--- config.mk ---
export PLATFORM = sky130hd
export DESIGN_NAME = id_stage
export DESIGN_NICKNAME = d
export VERILOG_FILES = /design/src/hdl/cpu_pkg.sv /design/src/hdl/id_stage.sv /design/src/hdl/id_exe_reg.sv /design/src/hdl/operand_fwd.sv /design/src/hdl/inst_decoder.sv
export SDC_FILE = /design/constraint.sdc
export NUM_CORES = 1
export LEC_CHECK = 0
export BUFFER_PORTS_ARGS = -buffer_cell sky130_fd_sc_hd__buf_2
export CAP_MARGIN = 40
export CORE_MARGIN = 2
export CORE_UTILIZATION = 51
export CTS_CLUSTER_SIZE = 14
export DETAILED_ROUTE_END_ITERATION = 16
export PLACE_DENSITY = 0.87
export SYNTH_ARGS = -nofsm -noshare
export SYNTH_HDL_FRONTEND = slang
export SYNTH_HIERARCHICAL = 1
export SYNTH_SLANG_ARGS = --single-unit
--- constraint.sdc ---
create_clock -name cpu_clk -period 7.46 [get_ports cpu_clk]
set_input_delay 1.492 -clock cpu_clk [delete_from_list [all_inputs] [get_ports cpu_clk]]
set_output_delay 1.492 -clock cpu_clk [all_outputs]
set_load 0.05 [all_outputs]
--- src/hdl/cpu_pkg.sv ---
`default_nettype none

package cpu_pkg;

    localparam int WORD_W     = 32;
    localparam int REG_ADDR_W = 5;

    // source operand slots, rs first
    localparam int NUM_SRC = 2;
    localparam int SRC_RS  = 0;
    localparam int SRC_RT  = 1;

    typedef logic [WORD_W-1:0]     word_t;
    typedef logic [REG_ADDR_W-1:0] reg_addr_t;

    // primary opcode field, inst[31:26]
    typedef enum logic [5:0] {
        OP_SPECIAL = 6'b000000,
        OP_ADDI    = 6'b001000,
        OP_ADDIU   = 6'b001001,
        OP_SLTI    = 6'b001010,
        OP_SLTIU   = 6'b001011,
        OP_ANDI    = 6'b001100,
        OP_ORI     = 6'b001101,
        OP_XORI    = 6'b001110,
        OP_LUI     = 6'b001111,
        OP_LB      = 6'b100000,
        OP_LH      = 6'b100001,
        OP_LW      = 6'b100011,
        OP_LBU     = 6'b100100,
        OP_LHU     = 6'b100101,
        OP_SB      = 6'b101000,
        OP_SH      = 6'b101001,
        OP_SW      = 6'b101011
    } opcode_e;

    // function field of the special opcode, inst[5:0]
    typedef enum logic [5:0] {
        FN_SLL  = 6'b000000,
        FN_SRL  = 6'b000010,
        FN_SRA  = 6'b000011,
        FN_SLLV = 6'b000100,
        FN_SRLV = 6'b000110,
        FN_SRAV = 6'b000111,
        FN_ADD  = 6'b100000,
        FN_ADDU = 6'b100001,
        FN_SUB  = 6'b100010,
        FN_SUBU = 6'b100011,
        FN_AND  = 6'b100100,
        FN_OR   = 6'b100101,
        FN_XOR  = 6'b100110,
        FN_NOR  = 6'b100111,
        FN_SLT  = 6'b101010,
        FN_SLTU = 6'b101011
    } funct_e;

    typedef enum logic [2:0] {
        ALU_NOP   = 3'b000,
        ALU_ARITH = 3'b001,
        ALU_LOGIC = 3'b010,
        ALU_MOVE  = 3'b011,
        ALU_SHIFT = 3'b100
    } alutype_e;

    // immediate forms share the code of their register form
    typedef enum logic [7:0] {
        ALUOP_NOP  = 8'h00,
        ALUOP_LUI  = 8'h05,
        ALUOP_SLL  = 8'h11,
        ALUOP_SRL  = 8'h12,
        ALUOP_SRA  = 8'h13,
        ALUOP_ADD  = 8'h18,
        ALUOP_ADDU = 8'h19,
        ALUOP_SUB  = 8'h1A,
        ALUOP_SUBU = 8'h1B,
        ALUOP_AND  = 8'h1C,
        ALUOP_OR   = 8'h1D,
        ALUOP_XOR  = 8'h1E,
        ALUOP_NOR  = 8'h1F,
        ALUOP_SLT  = 8'h26,
        ALUOP_SLTU = 8'h27,
        ALUOP_LB   = 8'h90,
        ALUOP_LH   = 8'h91,
        ALUOP_LW   = 8'h92,
        ALUOP_LBU  = 8'h94,
        ALUOP_LHU  = 8'h95,
        ALUOP_SB   = 8'h98,
        ALUOP_SH   = 8'h99,
        ALUOP_SW   = 8'h9A
    } aluop_e;

    // write port of a later stage, seen from decode
    typedef struct packed {
        logic      wreg;
        reg_addr_t wa;
        word_t     wd;
        logic      mreg;
    } bypass_t;

    typedef struct packed {
        alutype_e  alutype;
        aluop_e    aluop;
        logic      wreg;
        reg_addr_t wa;
        logic      mreg;
    } ctrl_t;

    typedef struct packed {
        logic      rreg;
        reg_addr_t ra;
        logic      ovr;
        word_t     ovr_val;
    } operand_req_t;

endpackage

`default_nettype wire
--- src/hdl/id_stage.sv ---
`default_nettype none

module id_stage (
    input  wire logic                                   cpu_clk,
    input  wire logic                                   arst_n_i,
    input  wire cpu_pkg::word_t                         inst_i,
    input  wire cpu_pkg::word_t [cpu_pkg::NUM_SRC-1:0]  rd_i,
    input  wire cpu_pkg::bypass_t                       exe_byp_i,
    input  wire cpu_pkg::bypass_t                       mem_byp_i,
    output cpu_pkg::reg_addr_t [cpu_pkg::NUM_SRC-1:0]   ra_o,
    output logic [cpu_pkg::NUM_SRC-1:0]                 rreg_o,
    output logic                                        stall_o,
    output cpu_pkg::ctrl_t                              ctrl_o,
    output cpu_pkg::word_t                              src1_o,
    output cpu_pkg::word_t                              src2_o,
    output cpu_pkg::word_t                              din_o
);

    cpu_pkg::ctrl_t                                 dec_ctrl;
    cpu_pkg::operand_req_t [cpu_pkg::NUM_SRC-1:0]   dec_req;
    cpu_pkg::operand_req_t [cpu_pkg::NUM_SRC-1:0]   req;
    cpu_pkg::word_t [cpu_pkg::NUM_SRC-1:0]          fwd_val;
    cpu_pkg::word_t [cpu_pkg::NUM_SRC-1:0]          src;
    logic [cpu_pkg::NUM_SRC-1:0]                    load_hazard;

    inst_decoder u_decoder (
        .inst_i (inst_i),
        .ctrl_o (dec_ctrl),
        .req_o  (dec_req)
    );

    // no register reads while in reset, keeps stall low too
    always_comb begin
        req = dec_req;
        for (int i = 0; i < cpu_pkg::NUM_SRC; i++) begin
            req[i].rreg = dec_req[i].rreg && arst_n_i;
        end
    end

    for (genvar i = 0; i < cpu_pkg::NUM_SRC; i++) begin : g_src
        operand_fwd u_fwd (
            .req_i         (req[i]),
            .rd_i          (rd_i[i]),
            .exe_byp_i     (exe_byp_i),
            .mem_byp_i     (mem_byp_i),
            .fwd_val_o     (fwd_val[i]),
            .src_o         (src[i]),
            .load_hazard_o (load_hazard[i])
        );

        assign ra_o[i]   = req[i].ra;
        assign rreg_o[i] = req[i].rreg;
    end

    // store data is the bypassed rt value
    id_exe_reg u_id_exe (
        .cpu_clk       (cpu_clk),
        .arst_n_i      (arst_n_i),
        .ctrl_i        (dec_ctrl),
        .src_i         (src),
        .din_i         (fwd_val[cpu_pkg::SRC_RT]),
        .load_hazard_i (load_hazard),
        .stall_o       (stall_o),
        .ctrl_o        (ctrl_o),
        .src1_o        (src1_o),
        .src2_o        (src2_o),
        .din_o         (din_o)
    );

endmodule

`default_nettype wire

--- src/hdl/id_exe_reg.sv ---
`default_nettype none

module id_exe_reg (
    input  wire logic                                   cpu_clk,
    input  wire logic                                   arst_n_i,
    input  wire cpu_pkg::ctrl_t                         ctrl_i,
    input  wire cpu_pkg::word_t [cpu_pkg::NUM_SRC-1:0]  src_i,
    input  wire cpu_pkg::word_t                         din_i,
    input  wire logic [cpu_pkg::NUM_SRC-1:0]            load_hazard_i,
    output logic                                        stall_o,
    output cpu_pkg::ctrl_t                              ctrl_o,
    output cpu_pkg::word_t                              src1_o,
    output cpu_pkg::word_t                              src2_o,
    output cpu_pkg::word_t                              din_o
);

    cpu_pkg::ctrl_t ctrl_d;
    cpu_pkg::word_t src1_d;
    cpu_pkg::word_t src2_d;
    cpu_pkg::word_t din_d;

    assign stall_o = |load_hazard_i;

    // bubble on stall, all zero is nop with no write
    always_comb begin
        ctrl_d = ctrl_i;
        src1_d = src_i[cpu_pkg::SRC_RS];
        src2_d = src_i[cpu_pkg::SRC_RT];
        din_d  = din_i;
        if (stall_o) begin
            ctrl_d = '0;
            src1_d = '0;
            src2_d = '0;
            din_d  = '0;
        end
    end

    always_ff @(posedge cpu_clk or negedge arst_n_i) begin
        if (!arst_n_i) begin
            ctrl_o <= '0;
            src1_o <= '0;
            src2_o <= '0;
            din_o  <= '0;
        end else begin
            ctrl_o <= ctrl_d;
            src1_o <= src1_d;
            src2_o <= src2_d;
            din_o  <= din_d;
        end
    end

endmodule

`default_nettype wire

--- src/hdl/operand_fwd.sv ---
`default_nettype none

module operand_fwd (
    input  wire cpu_pkg::operand_req_t  req_i,
    input  wire cpu_pkg::word_t         rd_i,
    input  wire cpu_pkg::bypass_t       exe_byp_i,
    input  wire cpu_pkg::bypass_t       mem_byp_i,
    output cpu_pkg::word_t              fwd_val_o,
    output cpu_pkg::word_t              src_o,
    output logic                        load_hazard_o
);

    logic sel_exe;
    logic sel_mem;

    // execute is younger, so it wins over memory
    assign sel_exe = req_i.rreg && exe_byp_i.wreg && (exe_byp_i.wa == req_i.ra);
    assign sel_mem = req_i.rreg && !sel_exe && mem_byp_i.wreg && (mem_byp_i.wa == req_i.ra);

    always_comb begin
        if (sel_exe) begin
            fwd_val_o = exe_byp_i.wd;
        end else if (sel_mem) begin
            fwd_val_o = mem_byp_i.wd;
        end else if (req_i.rreg) begin
            fwd_val_o = rd_i;
        end else begin
            fwd_val_o = '0;
        end
    end

    assign src_o = req_i.ovr ? req_i.ovr_val : fwd_val_o;

    // load data not back yet from that stage
    assign load_hazard_o = (sel_exe && exe_byp_i.mreg) || (sel_mem && mem_byp_i.mreg);

endmodule

`default_nettype wire

--- src/hdl/inst_decoder.sv ---
`default_nettype none

module inst_decoder (
    input  wire cpu_pkg::word_t                             inst_i,
    output cpu_pkg::ctrl_t                                  ctrl_o,
    output cpu_pkg::operand_req_t [cpu_pkg::NUM_SRC-1:0]    req_o
);

    cpu_pkg::word_t     inst;
    cpu_pkg::opcode_e   op;
    cpu_pkg::funct_e    fn;
    cpu_pkg::reg_addr_t rs;
    cpu_pkg::reg_addr_t rt;
    cpu_pkg::reg_addr_t rd;
    logic [4:0]         sa;
    logic [15:0]        imm;
    cpu_pkg::word_t     imm_ext;
    cpu_pkg::aluop_e    aluop;
    cpu_pkg::alutype_e  alutype;
    logic               valid;
    logic               is_rtype;
    logic               is_imm_alu;
    logic               is_load;
    logic               is_store;
    logic               shift_sa;
    logic               imm_sel;

    // fetch delivers the word little end first
    assign inst = {inst_i[7:0], inst_i[15:8], inst_i[23:16], inst_i[31:24]};

    assign op  = cpu_pkg::opcode_e'(inst[31:26]);
    assign fn  = cpu_pkg::funct_e'(inst[5:0]);
    assign rs  = inst[25:21];
    assign rt  = inst[20:16];
    assign rd  = inst[15:11];
    assign sa  = inst[10:6];
    assign imm = inst[15:0];

    always_comb begin
        case (op)
            cpu_pkg::OP_SPECIAL: begin
                case (fn)
                    cpu_pkg::FN_SLL:  aluop = cpu_pkg::ALUOP_SLL;
                    cpu_pkg::FN_SRL:  aluop = cpu_pkg::ALUOP_SRL;
                    cpu_pkg::FN_SRA:  aluop = cpu_pkg::ALUOP_SRA;
                    cpu_pkg::FN_SLLV: aluop = cpu_pkg::ALUOP_SLL;
                    cpu_pkg::FN_SRLV: aluop = cpu_pkg::ALUOP_SRL;
                    cpu_pkg::FN_SRAV: aluop = cpu_pkg::ALUOP_SRA;
                    cpu_pkg::FN_ADD:  aluop = cpu_pkg::ALUOP_ADD;
                    cpu_pkg::FN_ADDU: aluop = cpu_pkg::ALUOP_ADDU;
                    cpu_pkg::FN_SUB:  aluop = cpu_pkg::ALUOP_SUB;
                    cpu_pkg::FN_SUBU: aluop = cpu_pkg::ALUOP_SUBU;
                    cpu_pkg::FN_AND:  aluop = cpu_pkg::ALUOP_AND;
                    cpu_pkg::FN_OR:   aluop = cpu_pkg::ALUOP_OR;
                    cpu_pkg::FN_XOR:  aluop = cpu_pkg::ALUOP_XOR;
                    cpu_pkg::FN_NOR:  aluop = cpu_pkg::ALUOP_NOR;
                    cpu_pkg::FN_SLT:  aluop = cpu_pkg::ALUOP_SLT;
                    cpu_pkg::FN_SLTU: aluop = cpu_pkg::ALUOP_SLTU;
                    default:          aluop = cpu_pkg::ALUOP_NOP;
                endcase
            end
            cpu_pkg::OP_ADDI:  aluop = cpu_pkg::ALUOP_ADD;
            cpu_pkg::OP_ADDIU: aluop = cpu_pkg::ALUOP_ADDU;
            cpu_pkg::OP_SLTI:  aluop = cpu_pkg::ALUOP_SLT;
            cpu_pkg::OP_SLTIU: aluop = cpu_pkg::ALUOP_SLTU;
            cpu_pkg::OP_ANDI:  aluop = cpu_pkg::ALUOP_AND;
            cpu_pkg::OP_ORI:   aluop = cpu_pkg::ALUOP_OR;
            cpu_pkg::OP_XORI:  aluop = cpu_pkg::ALUOP_XOR;
            cpu_pkg::OP_LUI:   aluop = cpu_pkg::ALUOP_LUI;
            cpu_pkg::OP_LB:    aluop = cpu_pkg::ALUOP_LB;
            cpu_pkg::OP_LH:    aluop = cpu_pkg::ALUOP_LH;
            cpu_pkg::OP_LW:    aluop = cpu_pkg::ALUOP_LW;
            cpu_pkg::OP_LBU:   aluop = cpu_pkg::ALUOP_LBU;
            cpu_pkg::OP_LHU:   aluop = cpu_pkg::ALUOP_LHU;
            cpu_pkg::OP_SB:    aluop = cpu_pkg::ALUOP_SB;
            cpu_pkg::OP_SH:    aluop = cpu_pkg::ALUOP_SH;
            cpu_pkg::OP_SW:    aluop = cpu_pkg::ALUOP_SW;
            default:           aluop = cpu_pkg::ALUOP_NOP;
        endcase
    end

    // result class follows the operation
    always_comb begin
        case (aluop)
            cpu_pkg::ALUOP_NOP: alutype = cpu_pkg::ALU_NOP;
            cpu_pkg::ALUOP_SLL,
            cpu_pkg::ALUOP_SRL,
            cpu_pkg::ALUOP_SRA: alutype = cpu_pkg::ALU_SHIFT;
            cpu_pkg::ALUOP_AND,
            cpu_pkg::ALUOP_OR,
            cpu_pkg::ALUOP_XOR,
            cpu_pkg::ALUOP_NOR,
            cpu_pkg::ALUOP_LUI: alutype = cpu_pkg::ALU_LOGIC;
            default:            alutype = cpu_pkg::ALU_ARITH;
        endcase
    end

    assign valid      = (aluop != cpu_pkg::ALUOP_NOP);
    assign is_rtype   = (op == cpu_pkg::OP_SPECIAL) && valid;
    assign is_imm_alu = op inside {cpu_pkg::OP_ADDI, cpu_pkg::OP_ADDIU, cpu_pkg::OP_SLTI,
                                   cpu_pkg::OP_SLTIU, cpu_pkg::OP_ANDI, cpu_pkg::OP_ORI,
                                   cpu_pkg::OP_XORI, cpu_pkg::OP_LUI};
    assign is_load    = op inside {cpu_pkg::OP_LB, cpu_pkg::OP_LH, cpu_pkg::OP_LW,
                                   cpu_pkg::OP_LBU, cpu_pkg::OP_LHU};
    assign is_store   = op inside {cpu_pkg::OP_SB, cpu_pkg::OP_SH, cpu_pkg::OP_SW};
    assign shift_sa   = is_rtype && (fn inside {cpu_pkg::FN_SLL, cpu_pkg::FN_SRL, cpu_pkg::FN_SRA});
    assign imm_sel    = is_imm_alu || is_load || is_store;

    // logical immediates are zero-extended
    always_comb begin
        if (op == cpu_pkg::OP_LUI) begin
            imm_ext = {imm, 16'h0000};
        end else if (op inside {cpu_pkg::OP_ANDI, cpu_pkg::OP_ORI, cpu_pkg::OP_XORI}) begin
            imm_ext = {16'h0000, imm};
        end else begin
            imm_ext = {{16{imm[15]}}, imm};
        end
    end

    always_comb begin
        ctrl_o.alutype = alutype;
        ctrl_o.aluop   = aluop;
        ctrl_o.wreg    = is_rtype || is_imm_alu || is_load;
        ctrl_o.mreg    = is_load;
        if (!valid) begin
            ctrl_o.wa = '0;
        end else if (is_imm_alu || is_load) begin
            ctrl_o.wa = rt;
        end else begin
            ctrl_o.wa = rd;
        end
    end

    always_comb begin
        // fixed shifts take sa in place of rs
        req_o[cpu_pkg::SRC_RS].rreg    = (is_rtype && !shift_sa) || is_load || is_store
                                         || (is_imm_alu && op != cpu_pkg::OP_LUI);
        req_o[cpu_pkg::SRC_RS].ra      = rs;
        req_o[cpu_pkg::SRC_RS].ovr     = shift_sa;
        req_o[cpu_pkg::SRC_RS].ovr_val = cpu_pkg::word_t'(sa);
        // stores still read rt for the store data
        req_o[cpu_pkg::SRC_RT].rreg    = is_rtype || is_store;
        req_o[cpu_pkg::SRC_RT].ra      = rt;
        req_o[cpu_pkg::SRC_RT].ovr     = imm_sel;
        req_o[cpu_pkg::SRC_RT].ovr_val = imm_ext;
    end

endmodule

`default_nettype wire

==> summary.txt, run 1 <==
Floorplan
  – Initial core utilization: 0.527
  – Height of the die: 130 um
  – I/O Pins: 303
  – Die area: 16900 um2
  – Core ar.: 15300 um2
  – Std cell rows: 45
  – Chip Width: 130 um

Clocking
  – Post-cts resize count: 0
  – # Post-CTS Setup Buffers: 0
  – Clock sinks: about 110
  – Longest Clk Path Bufs: 2
  – CTS tree: yes
  – CTS Buf Count: 17
  – Clk root buf: clkbuf_16
  – Clock slew seen by the registers of the worst setup and hold paths: 50 ps
  – # hold bufs at CTS: 0
  – Htree depth: 4

Min path
  – Hold Path Class: in2async

Worst setup path
  – Critical Path Fanout Max: 8
  – Crit path arrival time: roughly 5000 ps
  – CP peak stage delay: 690 ps
  – CP Launch Type: primary input
  – Critical Path Slowest Stage Cell: nor4_2
  – CP Cell Sequence: buf_2 > inv_1 > ha_1 > nand2b_1 > a32o_1 > a32o_1 > nor4_2 > nor4_1 > a221o_1 > and2_1 > and3_1 > and2_2 > nand2_1 > nand2_4 > or2_2 > buf_2
  – Critical Path RT: 5970 ps
  – Setup CP Type: in2out
  – CP Capture Type: primary output

STA
  – Setup_tns: 0 ps
  – Unrepaired setup endpoints after global routing: false
  – Final Max Slew Viols: 0
  – Final period utilization: 0.875
  – Worst setup margin: between 900 and 1000 ps
  – Rel. slew slack: 0.445
  – Final min period: 6530 ps
  – Final hold violations: 0
  – Worst-Margin Slew: 833 ps
  – Final setup fails: 0
  – Fmax: about 150 MHz

Route
  – Final wirelength: 26900 um
  – Drt drc: 0
  – DR pass1 iterations: 5
  – Avg WL per Cell: 21.1 um
  – 1st-iter DRT viols: 726
  – Remaining antenna violation count: 0
  – Vias per cell: 5.74
  – Via count of the routed design: 7313

Final layout
  – Nets: between 1k and 1.5k
  – Layout cells sized above 1: 0.454
  – Fin cells: 1275
  – Area grow syn2layout: 22.6%
  – Final instance area: 9900 um2

Placement
  – Area after DPL: between 9000 and 10000 um2
  – Pre-CTS WS: 953 ps
  – Placed cells: roughly 1.2k
  – Port Buffer Count: 302
  – GPL Wtd Cong: 0.886
  – Post-DP HPWL: 19300 um

Logic synthesis
  – Synthesized area per cell: between 10 and 15 um2
  – Mapped Cells: 806
  – Ys Warns: 6
  – Synthesized area: 8070 um2

Global route
  – Total track usage: 0.315
  – Vias in the first global route: 7061
  – Largest net degree at the start of global routing: 66
  – Initial antenna violation count: 1
  – Grt ovf: 0
  – First-pass GRT wire length: 39300 um

Power
  – PwrDens: roughly 190 nW/um2
  – Worst IR drop on VDD: 0.000144 V
  – Pleak: 5.14 nW

Run
  – # Max-Cap Violations: 0

Status
  – Outcome: finished clean
-- report_power, final --
group / switching, mW / total, mW / internal [mW]
clock: 0.298 / 0.874 / 0.575
sequential: 0.00801 / 0.652 / 0.644
combinational: 0.240 / 0.352 / 0.112
total: 0.547 / 1.88 / 1.33
-- placed cells by master (no fill, tap or decap), drive strengths merged, types with 7 or more instances in the layout --
cell type / count
and2: 17
buf: 319
nand2: 79
dfrtp: 114
a21o: 18
clkbuf: 19
nor2: 117
nand2b: 7
a221oi: 65
o31ai: 64
xor2: 14
nor3b: 115
conb: 28
inv: 9
-- final timing paths --
path / start / endpoint / slack (ps) / cells past startpoint
worst min-delay path: arst_n_i / u_id_exe/src1_o[11] / 1060 / 1
worst max-delay path: inst_i[25] / stall_o / 930 / 16
max in group asynchronous: arst_n_i / u_id_exe/src2_o[28] / 5350 / 3
min in group cpu_clk: exe_byp_i[23] / u_id_exe/din_o[22] / 1470 / 4
-- registers in the layout (all words and copies together) (netlist names) --
signal	count
u_id_exe/din_o	32
u_id_exe/ctrl_o	18
u_id_exe/src2_o	32
u_id_exe/src1_o	32
-- area by class of cell --
class,instances,area (um2)
tap,211,264
antenna,2,5.00
fill,1249,5420
sequential,114,2850
inverter,8,30.0
multi-input combinational,589,4450
clock buffer,19,453
timing repair buffer,319,1660
clock inverter,13,183
-- stage by stage --
step                utilization  hold slack, ps  total power, mW
floorplan                     -            1200            0.887
global placement          0.602            1530             1.01
detailed placement        0.604            1530             1.01
CTS                       0.646            1080             1.89
global route              0.646            1100             1.94
finish                    0.646            1060             1.88
-- metal layers --
layer | vias up | routed length [um] | global-route usage
li1 | 3321 | - | -
met1 | 3464 | 10500 | 0.383
met2 | 452 | 13100 | 0.537
met3 | 76 | 2200 | 0.0599
met4 | 0 | 1140 | 0.158
met5 | - | 0 | 0
-- critical path, delay by kind of cell --
family | cells | cell delay (ps)
compound gates | 3 | 910
fa+ha+maj | 1 | 280
buf+inv | 3 | 440
simple gates | 9 | 1910
Note: power is estimated with default switching activity, not from simulation.
==> run 2, diff against run 1 <==
- CORE_UTILIZATION: 51 -> 45
- PLACE_DENSITY: 0.87 -> 0.82
- clock period: 7.46 -> 5.8 ns (I/O delays scaled with it)
==> run 2 against run 1 <==
Net effect: die area rose by 13%; worst hold slack got worse by 360 ps; core utilization fell by 7.7 points; combinational power rose by 30%; first-iteration DRC count fell by 9.2%; largest cell class unchanged; highest routed layer unchanged.
==> summary.txt, run 2 (same netlist as run 1, synthesis figures left out) <==
STA
  – Worst setup margin: 81.0 ps (-852 ps)
  – Final setup fails: 0 (unchanged)
  – Final period utilization: 0.986
  – Rel. slew slack: 0.439 (-0.00540)
  – Final hold violations: 0 (unchanged)
  – Unrepaired setup endpoints after global routing: false
  – Final Max Slew Viols: 0 (unchanged)
  – Final min period: 5720 ps
  – Fmax: 175 MHz
  – Setup_tns: 0 ps (unchanged)
  – Worst-Margin Slew: 830 ps (-2.44 ps)

Worst setup path
  – CP Capture Type: primary output
  – CP Cell Sequence: buf_2 > or4_4 > or4b_4 > o211ai_4 > nor4_4 > nor4_2 > a221o_1 > and2_4 > nand2_1 > or4_4 > nor2_4 > nand3_2 > nand2_4 > or2_4 > buf_2
  – CP peak stage delay: 560 ps (-130 ps)
  – Critical Path Fanout Max: 6 (-2)
  – CP Launch Type: primary input
  – Critical Path Slowest Stage Cell: or4_4
  – Setup CP Type: in2out
  – Critical Path RT: 4640 ps (-1330 ps)
  – Crit path arrival time: 4560 ps (-480 ps)

Placement
  – Port Buffer Count: 302 (unchanged)
  – Post-DP HPWL: 19600 um (+1.2%)
  – GPL Wtd Cong: 0.903 (+2.0%)
  – Pre-CTS WS: 150 ps (-802 ps)
  – Placed cells: 1258 (+1.4%)

Power
  – P_int: 1.61 mW (+21%)
  – Worst IR drop on VDD: 0.000193 V (+34%)
  – Pleak: 5.13 nW (-0.27%)
  – Clock power share: 0.438 (-0.027)
  – Net Sw Power: 693 uW (+27%)
  – PwrDens: 232 nW/um2 (+23%)
  – Sw Ratio: 0.301 (+0.00944)
  – Comb power frac: 0.199 (+0.011)
  – Flop pwr share: 0.364 (+0.017)

Floorplan
  – Core ar.: 17400 um2 (+14%)
  – Initial core utilization: 0.464 (-0.0636)
  – Die area: 19000 um2 (+13%)
  – Height of the die: 138 um (+6.3%)
  – Std cell rows: 48 (+6.7%)
  – I/O Pins: 303 (unchanged)
  – Chip Width: 138 um (+6.3%)

Clocking
  – Htree depth: 4 (unchanged)
  – # Post-CTS Setup Buffers: 0 (unchanged)
  – Clock slew seen by the registers of the worst setup and hold paths: 60 ps (about the same)
  – CTS Buf Count: 17 (unchanged)
  – Post-cts resize count: 0 (unchanged)
  – Longest Clk Path Bufs: 2 (unchanged)
  – Clk root buf: clkbuf_16
  – Clock sinks: 114 (unchanged)
  – CTS tree: yes
  – # hold bufs at CTS: 0 (unchanged)

Final layout
  – Commonest non-fill, non-tap cells in the layout: 301 x buf_2, 114 x nor2_1, 114 x dfrtp_1
  – Area grow syn2layout: 22.8%
  – Area of the multi-input gates: 4490 um2 (+0.82%)
  – Layout cells sized above 1: 0.457 (+0.00291)
  – Seq. cell area: 2850 um2 (unchanged)
  – Filler cell count: 1527 (+22%)
  – Fin cells: 1289 (+1.1%)
  – Commonest non-fill, non-tap cell in the layout: buf_2
  – Nets: 1232 (+0.24%)
  – ANT cells: 0 (-2)
  – Largest regs: u_id_exe/din_o x32, u_id_exe/src1_o x32, u_id_exe/src2_o x32
  – Final core occ: 0.569 (-0.0769)

Route
  – 1st-iter DRT viols: 659 (-9.2%)
  – Drt drc: 0 (unchanged)
  – Vias per cell: 5.71 (-0.50%)
  – Final wirelength: 27900 um (+3.5%)
  – Avg WL per Cell: 21.6 um (+2.4%)
  – DR pass1 iterations: 5 (unchanged)
  – Remaining antenna violation count: 0 (unchanged)
  – Via count of the routed design: 7356 (+0.59%)

Global route
  – Grt ovf: 0 (unchanged)
  – Initial antenna violation count: 0 (-1)
  – Total track usage: 0.291 (-0.0245)
  – Largest net degree at the start of global routing: 115 (+74%)
  – First-pass GRT wire length: 41000 um (+4.4%)
  – Vias in the first global route: 7405 (+4.9%)

Min path
  – Hold Path Class: in2async

Run
  – # Max-Cap Violations: 0 (unchanged)

Status
  – Outcome: finished clean
run 2: cell types whose count changed in the layout (fill, tap and decap cells not counted), sizes merged:
cell	delta
bufinv	-2
clkbuf	+2
buf	+3
diode	-2
inv	-1
clkinvlp	-1
clkinv	+1
run 2: worst max-delay path, delay by kind of cell:
family                 cells  cell delay [ps]
buffers and inverters      2              380
and+or+nand+nor           11             2660
AOI/OAI and AO/OA          2              350
run 2: cell type report:
type | count | share of cell area
multi-input cells | 589 | 0.453
repair buffers | 322 | 0.172
flip-flops and latches | 114 | 0.288
clock buffers | 21 | 0.0454
well taps | 225 | 0.0284
inverters | 8 | 0.00303
clock inverters | 10 | 0.0112
run 2: routing by layer:
layer	up-vias	track usage	share of wire
met2	462	0.491	0.49
met4	0	0.115	0.029
met5	-	0	0
met1	3512	0.356	0.39
met3	56	0.0742	0.095
li1	3326	-	-
run 2: worst paths after layout:
| kind | startpoint | to | slack (ps) |
|---|---|---|---|
| min in group cpu_clk | exe_byp_i[19] | u_id_exe/din_o[18] | 1150 |
| max in group asynchronous | arst_n_i | u_id_exe/src1_o[10] | 4010 |
| hold / removal | arst_n_i | u_id_exe/src1_o[16] | 710 |
| setup / recovery | inst_i[6] | stall_o | 80 |
run 2: per-stage QoR:
stage / hold WS [ps] / cell area [um2] / total power, mW
after floorplan: 864 / 8220 / 1.14
after global placement: 1150 / 9350 / 1.30
after detailed placement: 1160 / 9350 / 1.31
after CTS: 713 / 9910 / 2.32
after global routing: 726 / 9910 / 2.39
final: 706 / 9910 / 2.30
run 2: power groups by stage:
stage               Sequential (mW)  Clock [mW]  Combinational, mW
finish                        0.838        1.01              0.458
global route                  0.840        1.06              0.488
CTS                           0.838        1.03              0.457
detailed placement            0.851           0              0.456
global placement              0.851           0              0.452
floorplan                     0.967           0              0.177
==> run 3, diff against run 2 <==
- SETUP_SLACK_MARGIN: default -> 0.1
==> run 3 against run 2 <==
Net effect: global-route usage stayed put; largest cell class unchanged; fmax increased by 2.2%; wire length is 0.13% higher; core utilization about the same; highest routed layer unchanged; cell count unchanged; largest power group unchanged; combinational power barely moved; flip-flop and latch count stayed put; clock power about the same; total power about the same; via count is 0.38% higher; worst hold slack worse by 1.5 ps; sequential power hardly changed.
==> summary.txt, run 3 (same netlist as run 1, synthesis figures left out) <==
Floorplan
  – Initial core utilization: 0.464 (unchanged)
  – Std cell rows: 48 (unchanged)
  – Height of the die: 138 um (unchanged)
  – Core ar.: 17400 um2 (unchanged)
  – Chip Width: 138 um (unchanged)
  – I/O Pins: 303 (unchanged)
  – Die area: 19000 um2 (unchanged)

Global route
  – Largest net degree at the start of global routing: 115 (unchanged)
  – Total track usage: 0.291 (unchanged)
  – Vias in the first global route: 7405 (unchanged)
  – First-pass GRT wire length: 41000 um (unchanged)
  – Grt ovf: 0 (unchanged)
  – Initial antenna violation count: 0 (unchanged)

Worst setup path
  – Critical Path Slowest Stage Cell: or4_4
  – Crit path from: inst_i[6]
  – CP Capture Type: primary output
  – Setup CP Type: in2out
  – CP Cell Sequence: buf_2 > or4_4 > or4b_4 > o211ai_4 > nor4_4 > nor4_2 > a221o_1 > and2_4 > nand2_1 > or4_4 > nor2_4 > nand3_2 > nand2_4 > or2_4 > clkbuf_4
  – CP peak stage delay: 560 ps (about the same)
  – Critical Path RT: 4640 ps (about the same)
  – Crit path arrival time: 4440 ps (-120 ps)
  – Critical Path Fanout Max: 6 (unchanged)
  – Crit path top cell by count: or4_4
  – CP Launch Type: primary input

STA
  – Worst-Margin Slew: 768 ps (-62.1 ps)
  – Final Max Slew Viols: 0 (unchanged)
  – Final setup fails: 0 (unchanged)
  – Unrepaired setup endpoints after global routing: false
  – Rel. slew slack: 0.481 (+0.0419)
  – Final period utilization: 0.965 (-0.0211)
  – Final min period: 5600 ps (-123 ps)
  – Worst setup margin: 204 ps (+123 ps)
  – Final hold violations: 0 (unchanged)
  – Setup_tns: 0 ps (unchanged)
  – Fmax: 179 MHz (+2.2%)

Final layout
  – Nets: 1232 (unchanged)
  – Final core occ: 0.569 (about the same)
  – Area grow syn2layout: 22.8% (about the same)
  – Filler cell count: 1526 (-0.065%)
  – Commonest non-fill, non-tap cell in the layout: buf_2
  – Seq. cell area: 2850 um2 (unchanged)
  – Largest regs: u_id_exe/din_o x32, u_id_exe/src1_o x32, u_id_exe/src2_o x32
  – ANT cells: 0 (unchanged)
  – Commonest non-fill, non-tap cells in the layout: 300 x buf_2, 114 x nor2_1, 114 x dfrtp_1
  – Area of the multi-input gates: 4490 um2 (unchanged)
  – Layout cells sized above 1: 0.457 (unchanged)
  – Fin cells: 1289 (unchanged)

Route
  – Via count of the routed design: 7384 (+0.38%)
  – Vias per cell: 5.73 (+0.38%)
  – Final wirelength: 27900 um (+0.13%)
  – DR pass1 iterations: 5 (unchanged)
  – Drt drc: 0 (unchanged)
  – 1st-iter DRT viols: 668 (+1.4%)
  – Avg WL per Cell: 21.7 um (+0.13%)
  – Remaining antenna violation count: 0 (unchanged)

Placement
  – GPL Wtd Cong: 0.903 (unchanged)
  – Placed cells: 1258 (unchanged)
  – Port Buffer Count: 302 (unchanged)
  – Post-DP HPWL: 19600 um (unchanged)
  – Pre-CTS WS: 150 ps (unchanged)

Clocking
  – CTS tree: yes
  – Clock slew seen by the registers of the worst setup and hold paths: 60 ps (about the same)
  – Clk root buf: clkbuf_16
  – # Post-CTS Setup Buffers: 0 (unchanged)
  – Clock sinks: 114 (unchanged)
  – CTS Buf Count: 17 (unchanged)
  – Longest Clk Path Bufs: 2 (unchanged)
  – Htree depth: 4 (unchanged)

Power
  – Total Power: 2.31 mW (about the same)
  – Worst IR drop on VDD: 0.000194 V (+0.56%)
  – Sw Ratio: 0.301 (+0.000327)
  – PwrDens: 232 nW/um2 (about the same)
  – Flop pwr share: 0.364 (about the same)
  – Pleak: 5.13 nW (about the same)
  – P_int: 1.61 mW (about the same)
  – Clock power share: 0.438 (about the same)
  – Net Sw Power: 694 uW (+0.15%)
  – Comb power frac: 0.199 (about the same)

Min path
  – Hold Path Class: in2async

Run
  – # Max-Cap Violations: 0 (unchanged)

Status
  – Outcome: finished clean
==> run 3: cell types whose count changed in the layout (fill, tap and decap cells not counted), sizes merged <==
cell,delta
clkbuf,+1
buf,-1
==> run 3: layout make-up <==
type	instances	area share
clock buffer	21	0.0454
clock inverter	10	0.0112
inverter	8	0.00303
sequential	114	0.288
multi-input combinational	589	0.452
timing repair buffer	322	0.172
tap	225	0.0284
==> run 3: per-stage QoR <==
stage	cell area (um2)	hold WS [ps]
final	9920	704
after global routing	9920	726
after CTS	9910	713
after detailed placement	9350	1160
after global placement	9350	1150
after floorplan	8220	864
==> run 3: per-layer routing <==
metal	wire, um	track usage	share of wire
met1	11000	0.356	0.39
met2	13500	0.491	0.49
met3	2510	0.0742	0.090
met4	864	0.115	0.031
met5	0	0	0
==> run 3: power groups by stage <==
stage	clock network [mW]	logic, mW	registers (mW)
2_1_floorplan	0	0.177	0.967
3_3_place_gp	0	0.452	0.851
3_5_place_dp	0	0.456	0.851
4_1_cts	1.03	0.457	0.838
5_1_grt	1.06	0.488	0.840
6_report	1.01	0.458	0.838
==> run 3: worst max-delay path by stage <==
| stage | to | cells after the start |
|---|---|---|
| finish | stall_o | 15 |
| CTS | stall_o | 15 |
| detailed placement | stall_o | 15 |
| floorplan | stall_o | 17 |
| global route | stall_o | 15 |
| global placement | stall_o | 15 |
==> run 3: repair_timing <==
item | in CTS | in global routing
endpoints found under the setup margin | 0 | 1
hold buffers | 0 | 0
gates resized for setup | 0 | 1
==> run 3: critical path, delay by kind of cell <==
family / cells / cell delay [ps]
AND/OR/NAND/NOR: 11 / 2570
buffers and inverters: 2 / 350
AO/OA/AOI/OAI: 2 / 340
